## src/logic/u2_types_pkg.sv

```systemverilog
`default_nettype none

package u2_types_pkg;

   // Widths with a meaning of their own
   typedef logic [7:0]  set_addr_t;
   typedef logic [31:0] set_data_t;
   typedef logic [63:0] vita_time_t;
   typedef logic [7:0]  led_t;
   typedef logic [3:0]  rb_addr_t;

   // Settings bus write, one word per strobe
   typedef struct packed {
      logic      stb;
      set_addr_t addr;
      set_data_t data;
   } settings_bus_t;

   // Decoded write, one-hot selects plus the registered data word
   typedef struct packed {
      logic      serdes;
      logic      adc;
      logic      led_sw;
      logic      phy;
      logic      led_src;
      logic      time_hi;
      logic      time_lo;
      set_data_t data;
   } reg_write_t;

   // SERDES control pins, MSB first as in data[3:0]
   typedef struct packed {
      logic enable;
      logic prbsen;
      logic loopen;
      logic rx_en;
   } serdes_ctrl_t;

   typedef struct packed {
      logic oe_a;
      logic on_a;
      logic oe_b;
      logic on_b;
   } adc_ctrl_t;

   // Hardware LED sources
   typedef struct packed {
      logic run_tx;
      logic run_rx;
      logic clk_status;
      logic sync_ok;
   } led_hw_t;

endpackage

`default_nettype wire

```

## src/logic/u2_regmap_pkg.sv

```systemverilog
`default_nettype none

package u2_regmap_pkg;

   ////////////////////////////////////////////////////////////////////////////
   // Settings bus bases and offsets
   ////////////////////////////////////////////////////////////////////////////

   localparam u2_types_pkg::set_addr_t SR_MISC_DEFAULT   = 8'd0;
   localparam u2_types_pkg::set_addr_t SR_TIME64_DEFAULT = 8'd10;

   // Offsets from the misc base
   localparam u2_types_pkg::set_addr_t OFS_SERDES  = 8'd1;
   localparam u2_types_pkg::set_addr_t OFS_ADC     = 8'd2;
   localparam u2_types_pkg::set_addr_t OFS_LED_SW  = 8'd3;
   localparam u2_types_pkg::set_addr_t OFS_PHY     = 8'd4;
   localparam u2_types_pkg::set_addr_t OFS_LED_SRC = 8'd6;

   // Offsets from the time base
   localparam u2_types_pkg::set_addr_t OFS_TIME_HI = 8'd0;
   localparam u2_types_pkg::set_addr_t OFS_TIME_LO = 8'd1;

   // Bits 4..1 driven by hardware status after reset
   localparam u2_types_pkg::led_t LED_SRC_RESET = 8'b0001_1110;

   // Major in the upper half, minor in the lower half
   localparam u2_types_pkg::set_data_t COMPAT_DEFAULT = {16'd9, 16'd0};

   ////////////////////////////////////////////////////////////////////////////
   // Readback word indices, all others read zero
   ////////////////////////////////////////////////////////////////////////////

   localparam u2_types_pkg::rb_addr_t RB_TIME_HI = 4'd0;
   localparam u2_types_pkg::rb_addr_t RB_TIME_LO = 4'd1;
   localparam u2_types_pkg::rb_addr_t RB_PPS_HI  = 4'd2;
   localparam u2_types_pkg::rb_addr_t RB_PPS_LO  = 4'd3;
   localparam u2_types_pkg::rb_addr_t RB_COMPAT  = 4'd4;
   localparam u2_types_pkg::rb_addr_t RB_STATUS  = 4'd5;
   localparam u2_types_pkg::rb_addr_t RB_CTRL    = 4'd6;

endpackage

`default_nettype wire

```

## src/logic/misc_regs.sv

```systemverilog
`default_nettype none

module misc_regs (
   input  wire                            dsp_clk,
   input  wire                            reset_i,
   input  wire u2_types_pkg::reg_write_t  wr_i,
   input  wire u2_types_pkg::led_hw_t     led_hw_i,
   output u2_types_pkg::serdes_ctrl_t     serdes_ctrl_o,
   output u2_types_pkg::adc_ctrl_t        adc_ctrl_o,
   output logic                           phy_reset_n_o,
   output u2_types_pkg::led_t             leds_o,
   output logic [15:0]                    ctrl_rb_o
);

   import u2_types_pkg::*;
   import u2_regmap_pkg::*;

   led_t led_sw_q;
   led_t led_src_q;
   led_t led_hw_vec;
   logic phy_rst_q;

   ////////////////////////////////////////////////////////////////////////////
   // Control registers
   ////////////////////////////////////////////////////////////////////////////

   always_ff @(posedge dsp_clk) begin
      if (reset_i) begin
         serdes_ctrl_o <= '0;
         adc_ctrl_o    <= '0;
         led_sw_q      <= '0;
         phy_rst_q     <= 1'b0;
         led_src_q     <= LED_SRC_RESET;
      end else begin
         if (wr_i.serdes) begin
            serdes_ctrl_o <= serdes_ctrl_t'(wr_i.data[3:0]);
         end
         if (wr_i.adc) begin
            adc_ctrl_o <= adc_ctrl_t'(wr_i.data[3:0]);
         end
         if (wr_i.led_sw) begin
            led_sw_q <= wr_i.data[7:0];
         end
         if (wr_i.phy) begin
            phy_rst_q <= wr_i.data[0];
         end
         if (wr_i.led_src) begin
            led_src_q <= wr_i.data[7:0];
         end
      end
   end

   // PHY reset pin is active low
   assign phy_reset_n_o = ~phy_rst_q;

   ////////////////////////////////////////////////////////////////////////////
   // LED source select
   ////////////////////////////////////////////////////////////////////////////

   // Hardware status on bits 4..1
   assign led_hw_vec = {3'b000, led_hw_i, 1'b0};

   // A set led_src bit hands the LED to hardware
   assign leds_o = (led_src_q & led_hw_vec) | (~led_src_q & led_sw_q);

   assign ctrl_rb_o = {led_src_q, serdes_ctrl_o, adc_ctrl_o};

endmodule

`default_nettype wire

```

## src/logic/readback_mux.sv

```systemverilog
`default_nettype none

module readback_mux #(
   parameter u2_types_pkg::set_data_t COMPAT_NUM = u2_regmap_pkg::COMPAT_DEFAULT
) (
   input  wire                           dsp_clk,
   input  wire                           reset_i,
   input  wire u2_types_pkg::rb_addr_t   rb_addr_i,
   input  wire u2_types_pkg::vita_time_t vita_time_i,
   input  wire u2_types_pkg::vita_time_t vita_time_pps_i,
   input  wire [15:0]                    ctrl_rb_i,
   input  wire                           clk_status_i,
   input  wire                           link_up_i,
   output u2_types_pkg::set_data_t       rb_data_o
);

   import u2_types_pkg::*;
   import u2_regmap_pkg::*;

   set_data_t rb_sel;

   // Word select
   always_comb begin
      case (rb_addr_i)
         RB_TIME_HI: rb_sel = vita_time_i[63:32];
         RB_TIME_LO: rb_sel = vita_time_i[31:0];
         RB_PPS_HI:  rb_sel = vita_time_pps_i[63:32];
         RB_PPS_LO:  rb_sel = vita_time_pps_i[31:0];
         RB_COMPAT:  rb_sel = COMPAT_NUM;
         // clk_status at bit 11, link_up at bit 10
         RB_STATUS:  rb_sel = {20'd0, clk_status_i, link_up_i, 10'd0};
         RB_CTRL:    rb_sel = {16'd0, ctrl_rb_i};
         default:    rb_sel = '0;
      endcase
   end

   // One cycle of read latency
   always_ff @(posedge dsp_clk) begin
      if (reset_i) begin
         rb_data_o <= '0;
      end else begin
         rb_data_o <= rb_sel;
      end
   end

endmodule

`default_nettype wire

```

## src/logic/settings_in.sv

```systemverilog
`default_nettype none

module settings_in #(
   parameter u2_types_pkg::set_addr_t MISC_BASE = u2_regmap_pkg::SR_MISC_DEFAULT,
   parameter u2_types_pkg::set_addr_t TIME_BASE = u2_regmap_pkg::SR_TIME64_DEFAULT
) (
   input  wire                              dsp_clk,
   input  wire                              reset_i,
   input  wire u2_types_pkg::settings_bus_t set_i,
   output u2_types_pkg::reg_write_t         wr_o
);

   import u2_types_pkg::*;
   import u2_regmap_pkg::*;

   // Absolute register addresses
   localparam set_addr_t ADDR_SERDES  = MISC_BASE + OFS_SERDES;
   localparam set_addr_t ADDR_ADC     = MISC_BASE + OFS_ADC;
   localparam set_addr_t ADDR_LED_SW  = MISC_BASE + OFS_LED_SW;
   localparam set_addr_t ADDR_PHY     = MISC_BASE + OFS_PHY;
   localparam set_addr_t ADDR_LED_SRC = MISC_BASE + OFS_LED_SRC;
   localparam set_addr_t ADDR_TIME_HI = TIME_BASE + OFS_TIME_HI;
   localparam set_addr_t ADDR_TIME_LO = TIME_BASE + OFS_TIME_LO;

   reg_write_t wr_d;

   // Address decode, selects stay low without a strobe
   always_comb begin
      wr_d      = '0;
      wr_d.data = set_i.data;
      if (set_i.stb) begin
         wr_d.serdes  = (set_i.addr == ADDR_SERDES);
         wr_d.adc     = (set_i.addr == ADDR_ADC);
         wr_d.led_sw  = (set_i.addr == ADDR_LED_SW);
         wr_d.phy     = (set_i.addr == ADDR_PHY);
         wr_d.led_src = (set_i.addr == ADDR_LED_SRC);
         wr_d.time_hi = (set_i.addr == ADDR_TIME_HI);
         wr_d.time_lo = (set_i.addr == ADDR_TIME_LO);
      end
   end

   // Selects valid one cycle after the strobe
   always_ff @(posedge dsp_clk) begin
      if (reset_i) begin
         wr_o <= '0;
      end else begin
         wr_o <= wr_d;
      end
   end

endmodule

`default_nettype wire

```

## src/logic/u2_ctrl_core.sv

```systemverilog
`default_nettype none

module u2_ctrl_core #(
   parameter u2_types_pkg::set_addr_t MISC_BASE  = u2_regmap_pkg::SR_MISC_DEFAULT,
   parameter u2_types_pkg::set_addr_t TIME_BASE  = u2_regmap_pkg::SR_TIME64_DEFAULT,
   parameter u2_types_pkg::set_data_t COMPAT_NUM = u2_regmap_pkg::COMPAT_DEFAULT
) (
   input  wire                              dsp_clk,
   input  wire                              reset_i,
   input  wire u2_types_pkg::settings_bus_t set_i,
   input  wire                              pps_i,
   input  wire                              run_rx_i,
   input  wire                              run_tx_i,
   input  wire                              clk_status_i,
   input  wire                              link_up_i,
   input  wire                              good_sync_i,
   input  wire u2_types_pkg::rb_addr_t      rb_addr_i,
   output u2_types_pkg::serdes_ctrl_t       serdes_ctrl_o,
   output u2_types_pkg::adc_ctrl_t          adc_ctrl_o,
   output logic                             phy_reset_n_o,
   output u2_types_pkg::led_t               leds_o,
   output u2_types_pkg::set_data_t          rb_data_o
);

   import u2_types_pkg::*;

   reg_write_t  wr;
   led_hw_t     led_hw;
   vita_time_t  vita_time;
   vita_time_t  vita_time_pps;
   logic [15:0] ctrl_rb;

   // Sync LED is lit only with the link up and in sync
   assign led_hw = '{
      run_tx:     run_tx_i,
      run_rx:     run_rx_i,
      clk_status: clk_status_i,
      sync_ok:    link_up_i & good_sync_i
   };

   ////////////////////////////////////////////////////////////////////////////
   // Settings input, register blocks, readback
   ////////////////////////////////////////////////////////////////////////////

   settings_in #(
      .MISC_BASE (MISC_BASE),
      .TIME_BASE (TIME_BASE)
   ) i_settings_in (
      .dsp_clk (dsp_clk),
      .reset_i (reset_i),
      .set_i   (set_i),
      .wr_o    (wr)
   );

   misc_regs i_misc_regs (
      .dsp_clk       (dsp_clk),
      .reset_i       (reset_i),
      .wr_i          (wr),
      .led_hw_i      (led_hw),
      .serdes_ctrl_o (serdes_ctrl_o),
      .adc_ctrl_o    (adc_ctrl_o),
      .phy_reset_n_o (phy_reset_n_o),
      .leds_o        (leds_o),
      .ctrl_rb_o     (ctrl_rb)
   );

   vita_timer i_vita_timer (
      .dsp_clk         (dsp_clk),
      .reset_i         (reset_i),
      .wr_i            (wr),
      .pps_i           (pps_i),
      .vita_time_o     (vita_time),
      .vita_time_pps_o (vita_time_pps)
   );

   readback_mux #(
      .COMPAT_NUM (COMPAT_NUM)
   ) i_readback_mux (
      .dsp_clk         (dsp_clk),
      .reset_i         (reset_i),
      .rb_addr_i       (rb_addr_i),
      .vita_time_i     (vita_time),
      .vita_time_pps_i (vita_time_pps),
      .ctrl_rb_i       (ctrl_rb),
      .clk_status_i    (clk_status_i),
      .link_up_i       (link_up_i),
      .rb_data_o       (rb_data_o)
   );

endmodule

`default_nettype wire

```

## src/logic/vita_timer.sv

```systemverilog
`default_nettype none

module vita_timer (
   input  wire                           dsp_clk,
   input  wire                           reset_i,
   input  wire u2_types_pkg::reg_write_t wr_i,
   input  wire                           pps_i,
   output u2_types_pkg::vita_time_t      vita_time_o,
   output u2_types_pkg::vita_time_t      vita_time_pps_o
);

   import u2_types_pkg::*;

   vita_time_t time_q;
   vita_time_t pps_time_q;
   set_data_t  hold_q;
   logic [2:0] pps_sync_q;
   logic       pps_rise;

   ////////////////////////////////////////////////////////////////////////////
   // Time counter
   ////////////////////////////////////////////////////////////////////////////

   // Upper word waits here until the lower word arrives
   always_ff @(posedge dsp_clk) begin
      if (wr_i.time_hi) begin
         hold_q <= wr_i.data;
      end
   end

   always_ff @(posedge dsp_clk) begin
      if (reset_i) begin
         time_q <= '0;
      end else if (wr_i.time_lo) begin
         time_q <= {hold_q, wr_i.data};
      end else begin
         time_q <= time_q + 64'd1;
      end
   end

   ////////////////////////////////////////////////////////////////////////////
   // PPS capture
   ////////////////////////////////////////////////////////////////////////////

   // Two sync stages, third flop for the edge
   always_ff @(posedge dsp_clk) begin
      if (reset_i) begin
         pps_sync_q <= '0;
      end else begin
         pps_sync_q <= {pps_sync_q[1:0], pps_i};
      end
   end

   assign pps_rise = pps_sync_q[1] & ~pps_sync_q[2];

   // Captured value is two ticks past the first high sample
   always_ff @(posedge dsp_clk) begin
      if (reset_i) begin
         pps_time_q <= '0;
      end else if (pps_rise) begin
         pps_time_q <= time_q;
      end
   end

   assign vita_time_o     = time_q;
   assign vita_time_pps_o = pps_time_q;

endmodule

`default_nettype wire

```

## config.mk

```make
export PLATFORM = sky130hd
export DESIGN_NAME = u2_ctrl_core
export DESIGN_NICKNAME = d
export VERILOG_FILES = /design/src/logic/u2_types_pkg.sv /design/src/logic/u2_regmap_pkg.sv /design/src/logic/misc_regs.sv /design/src/logic/readback_mux.sv /design/src/logic/settings_in.sv /design/src/logic/u2_ctrl_core.sv /design/src/logic/vita_timer.sv
export SDC_FILE = /design/constraint.sdc
export NUM_CORES = 1
export LEC_CHECK = 0
export BUFFER_PORTS_ARGS = -buffer_cell sky130_fd_sc_hd__buf_2
export CAP_MARGIN = 20
export CORE_MARGIN = 5
export CORE_UTILIZATION = 35
export DETAILED_ROUTE_END_ITERATION = 12
export SYNTH_ARGS = -nofsm -noshare
export SYNTH_HDL_FRONTEND = slang
export SYNTH_SLANG_ARGS = --single-unit
```

## constraint.sdc

```tcl
create_clock -name dsp_clk -period 6.9 [get_ports dsp_clk]
set_clock_uncertainty 0.05 [all_clocks]
set_input_delay 0.69 -clock dsp_clk [delete_from_list [all_inputs] [get_ports dsp_clk]]
set_output_delay 0.69 -clock dsp_clk [all_outputs]
set_load 0.1 [all_outputs]
```

# After elaboration in Yosys (flattened, before gate mapping)
# Cells that the tools add are included.
# W data, S select, Z words.
# op_classes
addsub	1
n_eq_ne	13
n_mux	2
bitwise_logic	9
reduce_logical	2
# ops
cell	n
$pmux W32 S7	1
$add A64 B1 Y64 const B	1
$mux W64	1
$eq A8 B2 Y1 const B	2
$eq A8 B3 Y1 const B	2
$eq A8 B4 Y1 const B	2
$eq A4 B3 Y1 const B	3
$and A8 B5 Y8	1
$and A8 B8 Y8	1
$eq A4 B2 Y1 const B	2
$eq A8 B1 Y1 const B	1
$not A8 Y8	1
$or A8 B8 Y8	1
$eq A4 B1 Y1 const B	1
$logic_not A4 Y1	1
$not A1 Y1	3
$and A1 B1 Y1	2
$reduce_or A2 Y1	1
# word_totals
register_bits	259
in_bits	53
out_inout_bits	49
wordCells	51

# Longest topological paths before layout
# Gate-level depths: netlist of the first run.
# logic_depth
ltp_word	3
ltp_mapped	8
ltp_nobuf	6

# Cells and area by module
# Synthesis of the first run repeated with hierarchy kept, for this count alone.
# hier_totals
cells_unflattened	1216
hier_area_um2	11257.0
# modules_own_cells
module	n_inst	cells_per_inst	area_per_inst_um2	seq_area_each_um2
vita_timer	1	795	7000.5	3583.4
readback_mux	1	231	2093.3	640.6
settings_in	1	90	1122.3	780.7
misc_regs	1	99	1034.7	500.5
u2_ctrl_core	1	1	6.3	0.0

# Least setup slack after synthesis of the first run
# No wires, ideal clock.
# synth_timing
path_kind	register -> output
startpoint	register i_misc_regs.led_sw_q[1]
endpoint	output leds_o[1]
t_arrival_ps	2451
required_time_ps	6160
path_slack_ps	3709
stages_incl_launch_ff	3
n_path_buf	0
path_cell_list	dfxtp_1 > inv_1 > o21ai_0
# synth_between
elab_chain_len	2
# synth_lines
item	line_no	rtl
start: declaration	misc_regs.sv:18	led_t led_sw_q;
start signal: assignment	misc_regs.sv:42	led_sw_q <= wr_i.data[7:0];
$and A8 B8 Y8	misc_regs.sv:64	assign leds_o = (led_src_q & led_hw_vec) | (~led_src_q & led_sw_q);
$or A8 B8 Y8	misc_regs.sv:64	
end: declaration	u2_ctrl_core.sv:21	output u2_types_pkg::led_t leds_o,
# No other way between the ends.

# Final worst setup path of the first run
# layout_timing
startpoint	register i_vita_timer.time_q[0], in the netlist i_vita_timer.vita_time_o[0]
endpoint	register i_vita_timer.time_q[54], in the netlist i_vita_timer.vita_time_o[54]
# layout_between
elab_chain_len	2
# layout_lines
item	line_no	rtl
start: declaration	vita_timer.sv:14	vita_time_t time_q;
start signal: assignment	vita_timer.sv:35	time_q <= {hold_q, wr_i.data};
start signal: assignment	vita_timer.sv:37	time_q <= time_q + 64'd1;
$add A64 B1 Y64	vita_timer.sv:37	
$mux W64	vita_timer.sv:34	end else if (wr_i.time_lo) begin
# No other way between the ends.
# A chain may end at the register's enable or synchronous reset.

==> key figures, run 1 <==
Power and ir drop
  • Design Power: 3050 uW
  • Leak: 0.00417 uW
  • Clock power frac: 0.456
  • Power Dens Cells: roughly 250 mW/mm^2
  • Flop pwr share: 0.510
  • Switching portion of total power: 0.216
  • P_sw: roughly 660 uW
  • P_int: around 2400 uW
  • Peak supply drop: ~0.15 mV
  • Gate power share: 0.035

Critical path
  • Critical Path Start: i_vita_timer.vita_time_o[0]$_SDFF_PP0_
  • Critical-path maximum fanout: 10
  • FF-to-FF End: i_vita_timer.vita_time_o[54]$_SDFF_PP0_
  • R2R setup slack: 3.92 ns
  • Worst Setup EP: i_vita_timer.vita_time_o[54]$_SDFF_PP0_
  • Worst R2R Path Depth: 6
  • CP cell instances: ha_1 > nand3_1 > nor4_2 > nand4_1 > or2_2 > a2111oi_0
  • Path type of the worst setup path: flop to flop
  • Worst Path Buf+Inv: 0
  • Crit-path slowest cell: nor4_2
  • Worst path arrival time: ~3.3 ns
  • CP max stage delay: 0.70 ns
  • Startpoint Class: flop
  • CP required: between 7 and 8 ns
  • Crit path max-delay family: simple AND/OR/NAND/NOR gates
  • RR Startpoint: i_vita_timer.vita_time_o[0]$_SDFF_PP0_
  • Worst setup EP type: flop
  • WP depth: 6

Logic synthesis
  • EDFF count, synth: 32
  • Leading area contributor after synthesis: dfxtp_1
  • Post-synthesis cell count: around 1200
  • Syn nets: 1218
  • Unique masters post-synth: 58
  • Post-synthesis sequential area ratio: 0.514
  • Synthesized area per cell: ~9.2 sq um
  • Syn Std Cell Area: 0.0107 sq mm
  • Post-synth top area share: 0.424
  • Seq cells post-synth: ~260
  • Main synth FF type: dfxtp_1
  • Ys async rst share: 0
  • Top post-synthesis cells by area: dfxtp_1 (42%), edfxtp_1 (9.0%), nand2_1 (5.7%)
  • Syn. warnings: 0

Worst hold path
  • Worst min path class: primary input to flop

Clocking
  • Post-CTS Hold Buffers: 0
  • # resized after CTS: 0
  • Clock buffer depth: 3
  • Worst skew pair latency: ~0.53 ns
  • CTS Sinks: about 260
  • Htree depth: 1
  • Clock-pin transition on the worst setup and hold timing paths: 0.06 ns
  • CTS tree: built
  • Postcts setup bufs: 0
  • Num CTS Buffers: 26
  • Root Driver: clkbuf_16

Floorplan
  • Die Wd: 185 microns
  • FP Rows: 64
  • Die height: roughly 180 microns
  • Starting Density: 0.352
  • Core area: 0.0304 sq mm
  • Die Area: 0.0342 sq mm
  • I/O Pins: 102

Cells and area
  • Multi-input logic area: 0.00473 sq mm
  • P&R area growth vs syn: 14.4%
  • Final nets: between 1000 and 1500
  • Share of cells above drive strength 1: 0.146
  • Number of diodes: 0
  • Fill count: ~3000
  • Sequential cell area: ~0.0055 sq mm
  • Fin area: between 0.01 and 0.015 sq mm

Place
  • Routability Congestion: about 0.86
  • Count of input and output buffers: 101
  • DPL Wire Length: between 20000 and 25000 microns
  • Dpl ws: ~3.9 ns
  • Dpl cell area: 0.0114 sq mm

Detailed routing
  • Total number of vias: roughly 8600
  • DRC viols: 0
  • WL/cell: between 15 and 20 microns
  • DRT antenna net count: 0
  • Pre-antenna DRT Iters: 5
  • Vias per cell: between 5 and 6
  • Initial drt markers: approximately 790
  • Routed wire length: 29200 microns

STA
  • Maximum clock rate: between 300 and 400 MHz
  • Smallest setup slack after layout: just under 4 ns
  • Setup TNS: 0 ns
  • Worst Hold Slack: 0.317 ns
  • Final setup violating endpoints: 0
  • Tcrit/Tclk final: 0.432
  • Worst-Margin Slew: 1.08 ns
  • Max Slew Vio Count: 0
  • Slew HR: 0.278
  • Fin crit period: 2.98 ns
  • Endpoints failing hold: 0
  • RSZ-0062 raised after global routing: no

Global routing
  • Congestion Overflow GR: 0
  • Global Route Usage Sum: 0.165
  • Global-route wire length before repair: about 46000 microns
  • Initial antenna violation count: 1
  • Largest net degree at the start of global routing: 77
  • Vias in the first global route: 8005

Job
  • Maxcap violations: 0

Run status
  • Status: complete, no violations
-- cell type report --
type	instances	area share
flip-flops and latches	259	0.449
multi-input cells	785	0.386
clock buffers	41	0.0644
repair buffers	115	0.0503
well taps	396	0.0404
inverters	16	0.00490
clock inverters	7	0.00470
-- per-layer routing --
metal,GRT usage,part of all wire,up-vias,wire length [microns]
met4,0.0320,0.012,2,351
met2,0.250,0.44,295,12900
met3,0.0259,0.074,29,2170
li1,-,-,4210,-
met5,0,0.00024,-,7
met1,0.251,0.47,4054,13800
-- cell usage after synthesis, types with 7 or more instances --
cell / instances
nand4_1: 25
and3_1: 12
dfxtp_1: 227
a22o_1: 16
o21ai_0: 10
inv_1: 16
mux2_2: 17
mux2i_1: 28
a222oi_1: 16
a22oi_1: 32
a21oi_1: 89
clkbuf_1: 72
nand3_1: 34
buf_1: 17
buf_4: 8
nor3_1: 9
nor2_1: 102
nor4_1: 17
a2111oi_0: 7
edfxtp_1: 32
a311oi_1: 10
xnor2_1: 23
nor4b_1: 8
xor2_1: 16
and4_1: 10
a211oi_1: 28
nand2_1: 163
nor2b_1: 49
-- cell families after synthesis --
| kind of cell | count (synthesis) | synth area share |
|---|---|---|
| compound gates | 236 | 0.151 |
| simple gates | 464 | 0.212 |
| buf+inv | 120 | 0.0462 |
| xor+xnor | 39 | 0.0319 |
| flops | 259 | 0.514 |
| mux | 45 | 0.0440 |
| fa+ha+maj | 1 | 0.00117 |
-- sequential cells by signal, summed over array words and instances (netlist names) --
name / count
i_vita_timer.vita_time_o: 64
i_vita_timer.vita_time_pps_o: 64
i_settings_in.wr_o: 39
i_readback_mux.rb_data_o: 32
i_vita_timer.hold_q: 32
i_misc_regs.led_src_q: 8
i_misc_regs.led_sw_q: 8
i_misc_regs.adc_ctrl_o: 4
i_misc_regs.ctrl_rb_o: 4
i_vita_timer.pps_sync_q: 3
i_misc_regs.phy_rst_q: 1
-- cell usage in the layout, fill, tap and decap left out, types with 7 or more instances in the layout --
cell,count
dfxtp_1,227
nand2_1,163
nor2_1,102
buf_2,100
a21oi_1,89
nor2b_1,48
nand3_1,34
a22oi_1,32
edfxtp_1,32
mux2i_1,28
a211oi_1,28
clkbuf_16,28
nand4_1,25
xnor2_1,23
mux2_2,17
a222oi_1,16
a22o_1,16
nor4_1,16
xor2_1,16
inv_1,15
buf_4,14
and3_1,12
o21ai_0,10
and4_1,10
a311oi_1,10
nor3_1,9
clkbuf_1,9
nor4b_1,8
a2111oi_0,7
-- worst min-delay path by stage --
| stage | start | slack (ns) | end | cells after the start |
|---|---|---|---|---|
| global placement | i_settings_in.wr_o[27]$_SDFF_PP0_ | 0.36 | i_vita_timer.hold_q[27]$_DFFE_PP_ | 0 |
| finish | set_i[35] | 0.32 | i_settings_in.wr_o[37]$_SDFF_PP0_ | 2 |
| floorplan | i_settings_in.wr_o[11]$_SDFF_PP0_ | 0.36 | i_vita_timer.hold_q[11]$_DFFE_PP_ | 0 |
| detailed placement | i_settings_in.wr_o[25]$_SDFF_PP0_ | 0.37 | i_vita_timer.hold_q[25]$_DFFE_PP_ | 0 |
| global route | set_i[27] | 0.31 | i_settings_in.wr_o[27]$_SDFF_PP0_ | 2 |
| CTS | set_i[35] | 0.29 | i_settings_in.wr_o[37]$_SDFF_PP0_ | 2 |
-- stage by stage --
stage                     instances  utilization
after floorplan                1164            -
after global placement         1571        0.375
after detailed placement       1571        0.375
after CTS                      1619        0.403
after global routing           1619        0.403
final                          1619        0.403
-- power by group through the flow --
stage                     combinational (uW)  clock (uW)  sequential (uW)
after floorplan                         65.6           0             1580
after global placement                   106           0             1590
after detailed placement                 106           0             1590
after CTS                                106        1430             1550
after global routing                     114        1480             1550
final                                    105        1390             1550
Note: power is estimated with default switching activity, not from simulation.
==> run 2: changes to the inputs <==
clock period = 2.74 ns   (was 6.9 ns; I/O delays follow)
==> run 2 against run 1 <==
Net effect: clock power grew to 3.0 times the previous value; highest routed layer is now met4; first-iteration DRC count is 10% lower; critical path type unchanged; setup slack worse by 3.8 ns; via count is 4.1% higher; register-to-register slack worse by 3.8 ns; sequential power grew to 2.5 times the previous value; combinational power grew to 3.1 times the previous value.
==> key figures, run 2 (synthesized netlist as in run 1, its figures left out) <==
STA
  • Worst Hold Slack: 0.0795 ns (was 0.317 ns)
  • Final setup violating endpoints: 0 (unchanged)
  • Smallest setup slack after layout: 0.154 ns (was 3.92 ns)
  • Worst-Margin Slew: 0.770 ns (was 1.08 ns)
  • Slew HR: 0.487 (was 0.278)
  • Endpoints failing hold: 0 (unchanged)
  • Fin crit period: 2.59 ns (was 2.98 ns)
  • Maximum clock rate: 387 MHz (was 336 MHz)
  • Tcrit/Tclk final: 0.944 (was 0.432)
  • Max Slew Vio Count: 0 (unchanged)
  • RSZ-0062 raised after global routing: no (unchanged)
  • Setup TNS: 0 ns (unchanged)

Power and ir drop
  • Gate power share: 0.039 (was 0.035)
  • Design Power: 8390 uW (was 3050 uW)
  • Peak supply drop: 0.421 mV (was 0.152 mV)
  • Power Dens Cells: 639 mW/mm^2 (was 249 mW/mm^2)
  • Switching portion of total power: 0.213 (was 0.216)
  • Flop pwr share: 0.467 (was 0.510)
  • Clock power frac: 0.495 (was 0.456)
  • Leak: 0.00464 uW (was 0.00417 uW)
  • P_int: 6600 uW (was 2390 uW)
  • P_sw: 1790 uW (was 659 uW)

Job
  • Maxcap violations: 0 (unchanged)

Global routing
  • Largest net degree at the start of global routing: 65 (was 77)
  • Global-route wire length before repair: 49700 microns (was 45600 microns)
  • Congestion Overflow GR: 0 (unchanged)
  • Global Route Usage Sum: 0.181 (was 0.165)
  • Vias in the first global route: 8675 (was 8005)
  • Initial antenna violation count: 0 (was 1)

Floorplan
  • I/O Pins: 102 (unchanged)
  • Die Wd: 185 microns (unchanged)
  • FP Rows: 64 (unchanged)
  • Die height: 185 microns (unchanged)
  • Core area: 0.0304 sq mm (unchanged)
  • Starting Density: 0.352 (unchanged)
  • Die Area: 0.0342 sq mm (unchanged)

Detailed routing
  • Pre-antenna DRT Iters: 7 (was 5)
  • Total number of vias: 8945 (was 8590)
  • DRT antenna net count: 0 (unchanged)
  • WL/cell: 18.3 microns (was 18.1 microns)
  • DRC viols: 0 (unchanged)
  • Initial drt markers: 714 (was 794)
  • Routed wire length: 31100 microns (was 29200 microns)
  • Vias per cell: 5.27 (was 5.31)

Clocking
  • CTS tree: built (unchanged)
  • Worst skew pair latency: 0.55 ns (was 0.53 ns)
  • CTS Sinks: 259 (unchanged)
  • Root Driver: clkbuf_16 (unchanged)
  • Clock-pin transition on the worst setup and hold timing paths: 0.06 ns (about the same)
  • Num CTS Buffers: 29 (was 26)
  • Clock buffer depth: 3 (unchanged)
  • Postcts setup bufs: 0 (unchanged)
  • Htree depth: 1 (unchanged)

Worst hold path
  • Worst min path class: primary input to flop (unchanged)

Cells and area
  • Most frequent cells in the layout: dfxtp_1 (227), nand2_1 (163), nor2_1 (102), buf_2 (100), a21oi_1 (89) (unchanged)
  • Most common cell after layout, fill and taps aside: dfxtp_1 (unchanged)
  • Share of cells above drive strength 1: 0.171 (was 0.146)
  • Final nets: 1332 (was 1257)
  • Number of diodes: 0 (unchanged)
  • P&R area growth vs syn: 22.6% (was 14.4%)

Critical path
  • Startpoint Class: flop (unchanged)
  • Path type of the worst setup path: flop to flop (unchanged)
  • Worst Path Buf+Inv: 0 (unchanged)
  • Worst path arrival time: 3.02 ns (was 3.34 ns)
  • CP required: 3.18 ns (was 7.26 ns)
  • Worst setup EP type: flop (unchanged)
  • Critical-path maximum fanout: 8 (was 10)
  • Crit-path slowest cell: or4_1 (was nor4_2)
  • CP max stage delay: 0.72 ns (was 0.70 ns)
  • Crit path max-delay family: simple AND/OR/NAND/NOR gates (unchanged)
  • CP cell instances: nand3_2 > or3_1 > or4_1 > or4_1 > nand3_1 (was ha_1 > nand3_1 > nor4_2 > nand4_1 > or2_2 > a2111oi_0)
  • Most frequent cell on the critical path: or4_1

Place
  • Count of input and output buffers: 101 (unchanged)
  • DPL Wire Length: 21700 microns (was 20200 microns)
  • Routability Congestion: 0.860 (was 0.863)
  • Dpl ws: 0.0882 ns (was 3.95 ns)

Run status
  • Status: complete, no violations (unchanged)
-- run 2: cell count changes in the layout (fill, tap and decap cells not counted), sizes merged --
| cell | change |
|---|---|
| buf | +32 |
| clkinv | -5 |
| bufinv | +3 |
| inv | +2 |
| dlygate4sd3 | +40 |
| clkbuf | +6 |
-- run 2: path summary, 6_finish.rpt --
check / end / from / cells past startpoint / slack [ns]
setup / recovery: i_vita_timer.vita_time_o[61]$_SDFF_PP0_ / i_vita_timer.vita_time_o[19]$_SDFF_PP0_ / 5 / 0.15
hold / removal: i_misc_regs.led_sw_q[2]$_SDFFE_PP0P_ / reset_i / 2 / 0.08
setup reg to reg: i_vita_timer.vita_time_o[61]$_SDFF_PP0_ / i_vita_timer.vita_time_o[19]$_SDFF_PP0_ / 5 / 0.15
hold reg to reg: i_vita_timer.hold_q[8]$_DFFE_PP_ / i_settings_in.wr_o[8]$_SDFF_PP0_ / 0 / 0.38
-- run 2: what timing repair did --
action                                 CTS  global route
hold buffers                            40             0
setup endpoints to repair                0             4
endpoints found under the hold margin   40             0
gates resized for setup                  0             8
-- run 2: per-stage QoR --
| stage | area [sq um] | util | std cells |
|---|---|---|---|
| after floorplan | 10700 | - | 1164 |
| after global placement | 11700 | 0.383 | 1603 |
| after detailed placement | 11700 | 0.383 | 1603 |
| after CTS | 13100 | 0.430 | 1697 |
| after global routing | 13100 | 0.432 | 1697 |
| final | 13100 | 0.432 | 1697 |
-- run 2: layout make-up --
type | count | area [sq um]
clock buffer | 47 | 896
inverter | 16 | 60.1
fill | 2989 | 17300
timing repair buffer | 187 | 1270
tap | 396 | 495
multi-input combinational | 785 | 4770
clock inverter | 7 | 140
sequential | 259 | 5510
-- run 2: layer usage --
metal	GRT usage	wire [microns]
met3	0.0306	2280
met4	0.0470	634
met5	0	0
met1	0.268	14500
met2	0.274	13700
-- run 2: worst register-to-register path: cells and delay by family, from the launching register on --
kind	cells	cell delay, ns
AND/OR/NAND/NOR	5	2.01
flip-flops	1	0.47
-- run 2: power groups by stage --
stage                     logic (uW)  clock network, uW  registers [uW]
final                            325               4150            3920
after global routing             354               4400            3920
after CTS                        326               4230            3920
after detailed placement         286                  0            4000
after global placement           284                  0            4000
after floorplan                  165                  0            3990
==> run 3: changes to the inputs <==
BUFFER_PORTS_ARGS = -buffer_cell sky130_fd_sc_hd__clkbuf_2   (was -buffer_cell sky130_fd_sc_hd__buf_2)
CORE_MARGIN = not set   (was 5)
==> run 3 against run 2 <==
Net effect: combinational power hardly changed; die area is 8.5% lower; design area is 1.4% lower; global-route usage is 1.5 points higher; cell count is 0.47% lower; sequential power hardly changed; first-iteration DRC count is 12% higher; routed wire length is 0.49% lower; largest power group is now registers; highest routed layer unchanged.
==> key figures, run 3 (synthesized netlist as in run 1, its figures left out) <==
Clocking
  • Root Driver: clkbuf_16 (unchanged)
  • CTS tree: built (unchanged)
  • Clock buffer depth: 3 (unchanged)
  • Htree depth: 1 (unchanged)
  • CTS Sinks: 259 (unchanged)
  • Num CTS Buffers: 27 (was 29)
  • Worst skew pair latency: 0.55 ns (about the same)
  • Clock-pin transition on the worst setup and hold timing paths: 0.07 ns (was 0.06 ns)
  • Postcts setup bufs: 0 (unchanged)

Detailed routing
  • Top Layer Used: met4 (unchanged)
  • Initial drt markers: 798 (was 714)
  • Routed wire length: 30900 microns (was 31100 microns)
  • WL/cell: 18.3 microns (about the same)
  • DRT met1 WL: 14500 microns (about the same)
  • DRC viols: 0 (unchanged)
  • Routed met2 length: 13700 microns (about the same)
  • DRT antenna net count: 0 (unchanged)
  • Routed wl met3: 2240 microns (was 2280 microns)
  • Vias per cell: 5.36 (was 5.27)
  • Total number of vias: 9049 (was 8945)
  • Pre-antenna DRT Iters: 7 (unchanged)

STA
  • Fin crit period: 2.56 ns (was 2.59 ns)
  • Tcrit/Tclk final: 0.934 (was 0.944)
  • Setup TNS: 0 ns (unchanged)
  • Maximum clock rate: 391 MHz (was 387 MHz)
  • Max Slew Vio Count: 0 (unchanged)
  • Final setup violating endpoints: 0 (unchanged)
  • Slew HR: 0.499 (was 0.487)
  • RSZ-0062 raised after global routing: no (unchanged)
  • Worst Hold Slack: 0.127 ns (was 0.0795 ns)
  • Endpoints failing hold: 0 (unchanged)
  • Worst-Margin Slew: 0.751 ns (was 0.770 ns)

Global routing
  • Initial antenna violation count: 0 (unchanged)
  • Global Route Usage Sum: 0.196 (was 0.181)
  • Global-route wire length before repair: 48300 microns (was 49700 microns)
  • Largest net degree at the start of global routing: 85 (was 65)
  • Congestion Overflow GR: 0 (unchanged)
  • Vias in the first global route: 8437 (was 8675)

Cells and area
  • Fin area: 0.0130 sq mm (was 0.0131 sq mm)
  • Number of diodes: 0 (unchanged)
  • Most frequent cells in the layout: dfxtp_1 (227), nand2_1 (163), nor2_1 (102), clkbuf_2 (100), a21oi_1 (89) (was dfxtp_1 (227), nand2_1 (163), nor2_1 (102), buf_2 (100), a21oi_1 (89))
  • Final nets: 1333 (was 1332)
  • Most common cell after layout, fill and taps aside: dfxtp_1 (unchanged)
  • P&R area growth vs syn: 20.9% (was 22.6%)
  • Share of cells above drive strength 1: 0.167 (was 0.171)

Floorplan
  • Starting Density: 0.359 (was 0.352)
  • I/O Pins: 102 (unchanged)
  • Die Wd: 177 microns (was 185 microns)
  • Die Area: 0.0313 sq mm (was 0.0342 sq mm)
  • Core area: 0.0299 sq mm (was 0.0304 sq mm)
  • Die height: 177 microns (was 185 microns)
  • FP Rows: 63 (was 64)

Power and ir drop
  • Peak supply drop: 0.406 mV (was 0.421 mV)
  • Power Dens Cells: 596 mW/mm^2 (was 639 mW/mm^2)
  • Leak: 0.00450 uW (was 0.00464 uW)

Place
  • DPL Wire Length: 21600 microns (was 21700 microns)
  • Dpl cell area: 0.0117 sq mm (about the same)
  • Count of input and output buffers: 101 (unchanged)
  • Routability Congestion: 0.929 (was 0.860)

Critical path
  • Critical-path maximum fanout: 8 (unchanged)
  • Worst R2R Path Depth: 5 (unchanged)
  • Worst setup EP type: flop (unchanged)
  • CP required: 3.18 ns (about the same)
  • Startpoint Class: flop (unchanged)
  • Worst path arrival time: 3.00 ns (was 3.02 ns)
  • Path type of the worst setup path: flop to flop (unchanged)

Worst hold path
  • Hold-critical path depth: 5 (was 2)
  • Worst min path class: primary input to flop (unchanged)

Run status
  • Status: complete, no violations (unchanged)

Job
  • Maxcap violations: 0 (unchanged)
run 3: changes by cell type in the layout (fill, tap and decap cells not counted), moves of 2 or more:
cell	delta
bufinv_16	-4
clkbuf_8	-3
clkbuf_1	-2
clkinv_1	+5
clkbuf_2	+100
buf_4	+2
clkbuf_16	-2
nor4_4	-2
buf_12	+2
buf_2	-100
nor4_2	+2
clkinv_2	+2
run 3: where the power goes:
| group | total (uW) | leakage, uW | internal, uW | switching [uW] |
|---|---|---|---|---|
| combinational | 327 | 0.00200 | 125 | 202 |
| clock | 3480 | 0.000412 | 2000 | 1480 |
| sequential | 3920 | 0.00209 | 3870 | 42.0 |
run 3: critical path, stage by stage (launching register included):
cell	delay (ns)
dfxtp_1	0.47
nand3_2	0.18
or3_1	0.46
or4_1	0.72
or4_1	0.55
nand3_1	0.09
run 3: area by class of cell:
class                           count  area, sq um
Clock buffer                       40          797
Clock inverter                      9         42.5
Fill cell                        2920        16900
Inverter                           16         60.1
Multi-Input combinational cell    785         4750
Sequential cell                   259         5510
Tap cell                          390          488
Timing Repair Buffer              190         1320
run 3: routing by layer:
layer,GRT usage,up-vias
met5,0,-
met4,0.0417,0
met3,0.0322,37
met2,0.303,317
met1,0.286,4322
li1,-,4373
run 3: final timing paths:
kind | startpoint | endpoint | slack, ns
worst max-delay path | i_vita_timer.vita_time_o[19]$_SDFF_PP0_ | i_vita_timer.vita_time_o[61]$_SDFF_PP0_ | 0.18
worst min-delay path | set_i[40] | i_settings_in.wr_o[36]$_SDFF_PP0_ | 0.13
worst max register to register | i_vita_timer.vita_time_o[19]$_SDFF_PP0_ | i_vita_timer.vita_time_o[61]$_SDFF_PP0_ | 0.18
worst min register to register | i_settings_in.wr_o[24]$_SDFF_PP0_ | i_vita_timer.hold_q[24]$_DFFE_PP_ | 0.38
run 3: metrics by stage:
step	util	setup slack, ns	cells	power, uW
after detailed placement	0.392	0.152	1601	4290
after floorplan	-	0.332	1164	4150
after global placement	0.392	0.226	1601	4280
after global routing	0.434	0.0501	1689	7990
final	0.434	0.180	1689	7720
after CTS	0.433	0.125	1689	7790
run 3: what timing repair did:
item	in CTS	in global routing
setup endpoints to repair	0	2
resized for setup	0	4
hold buffers	39	0
endpoints found under the hold margin	40	0
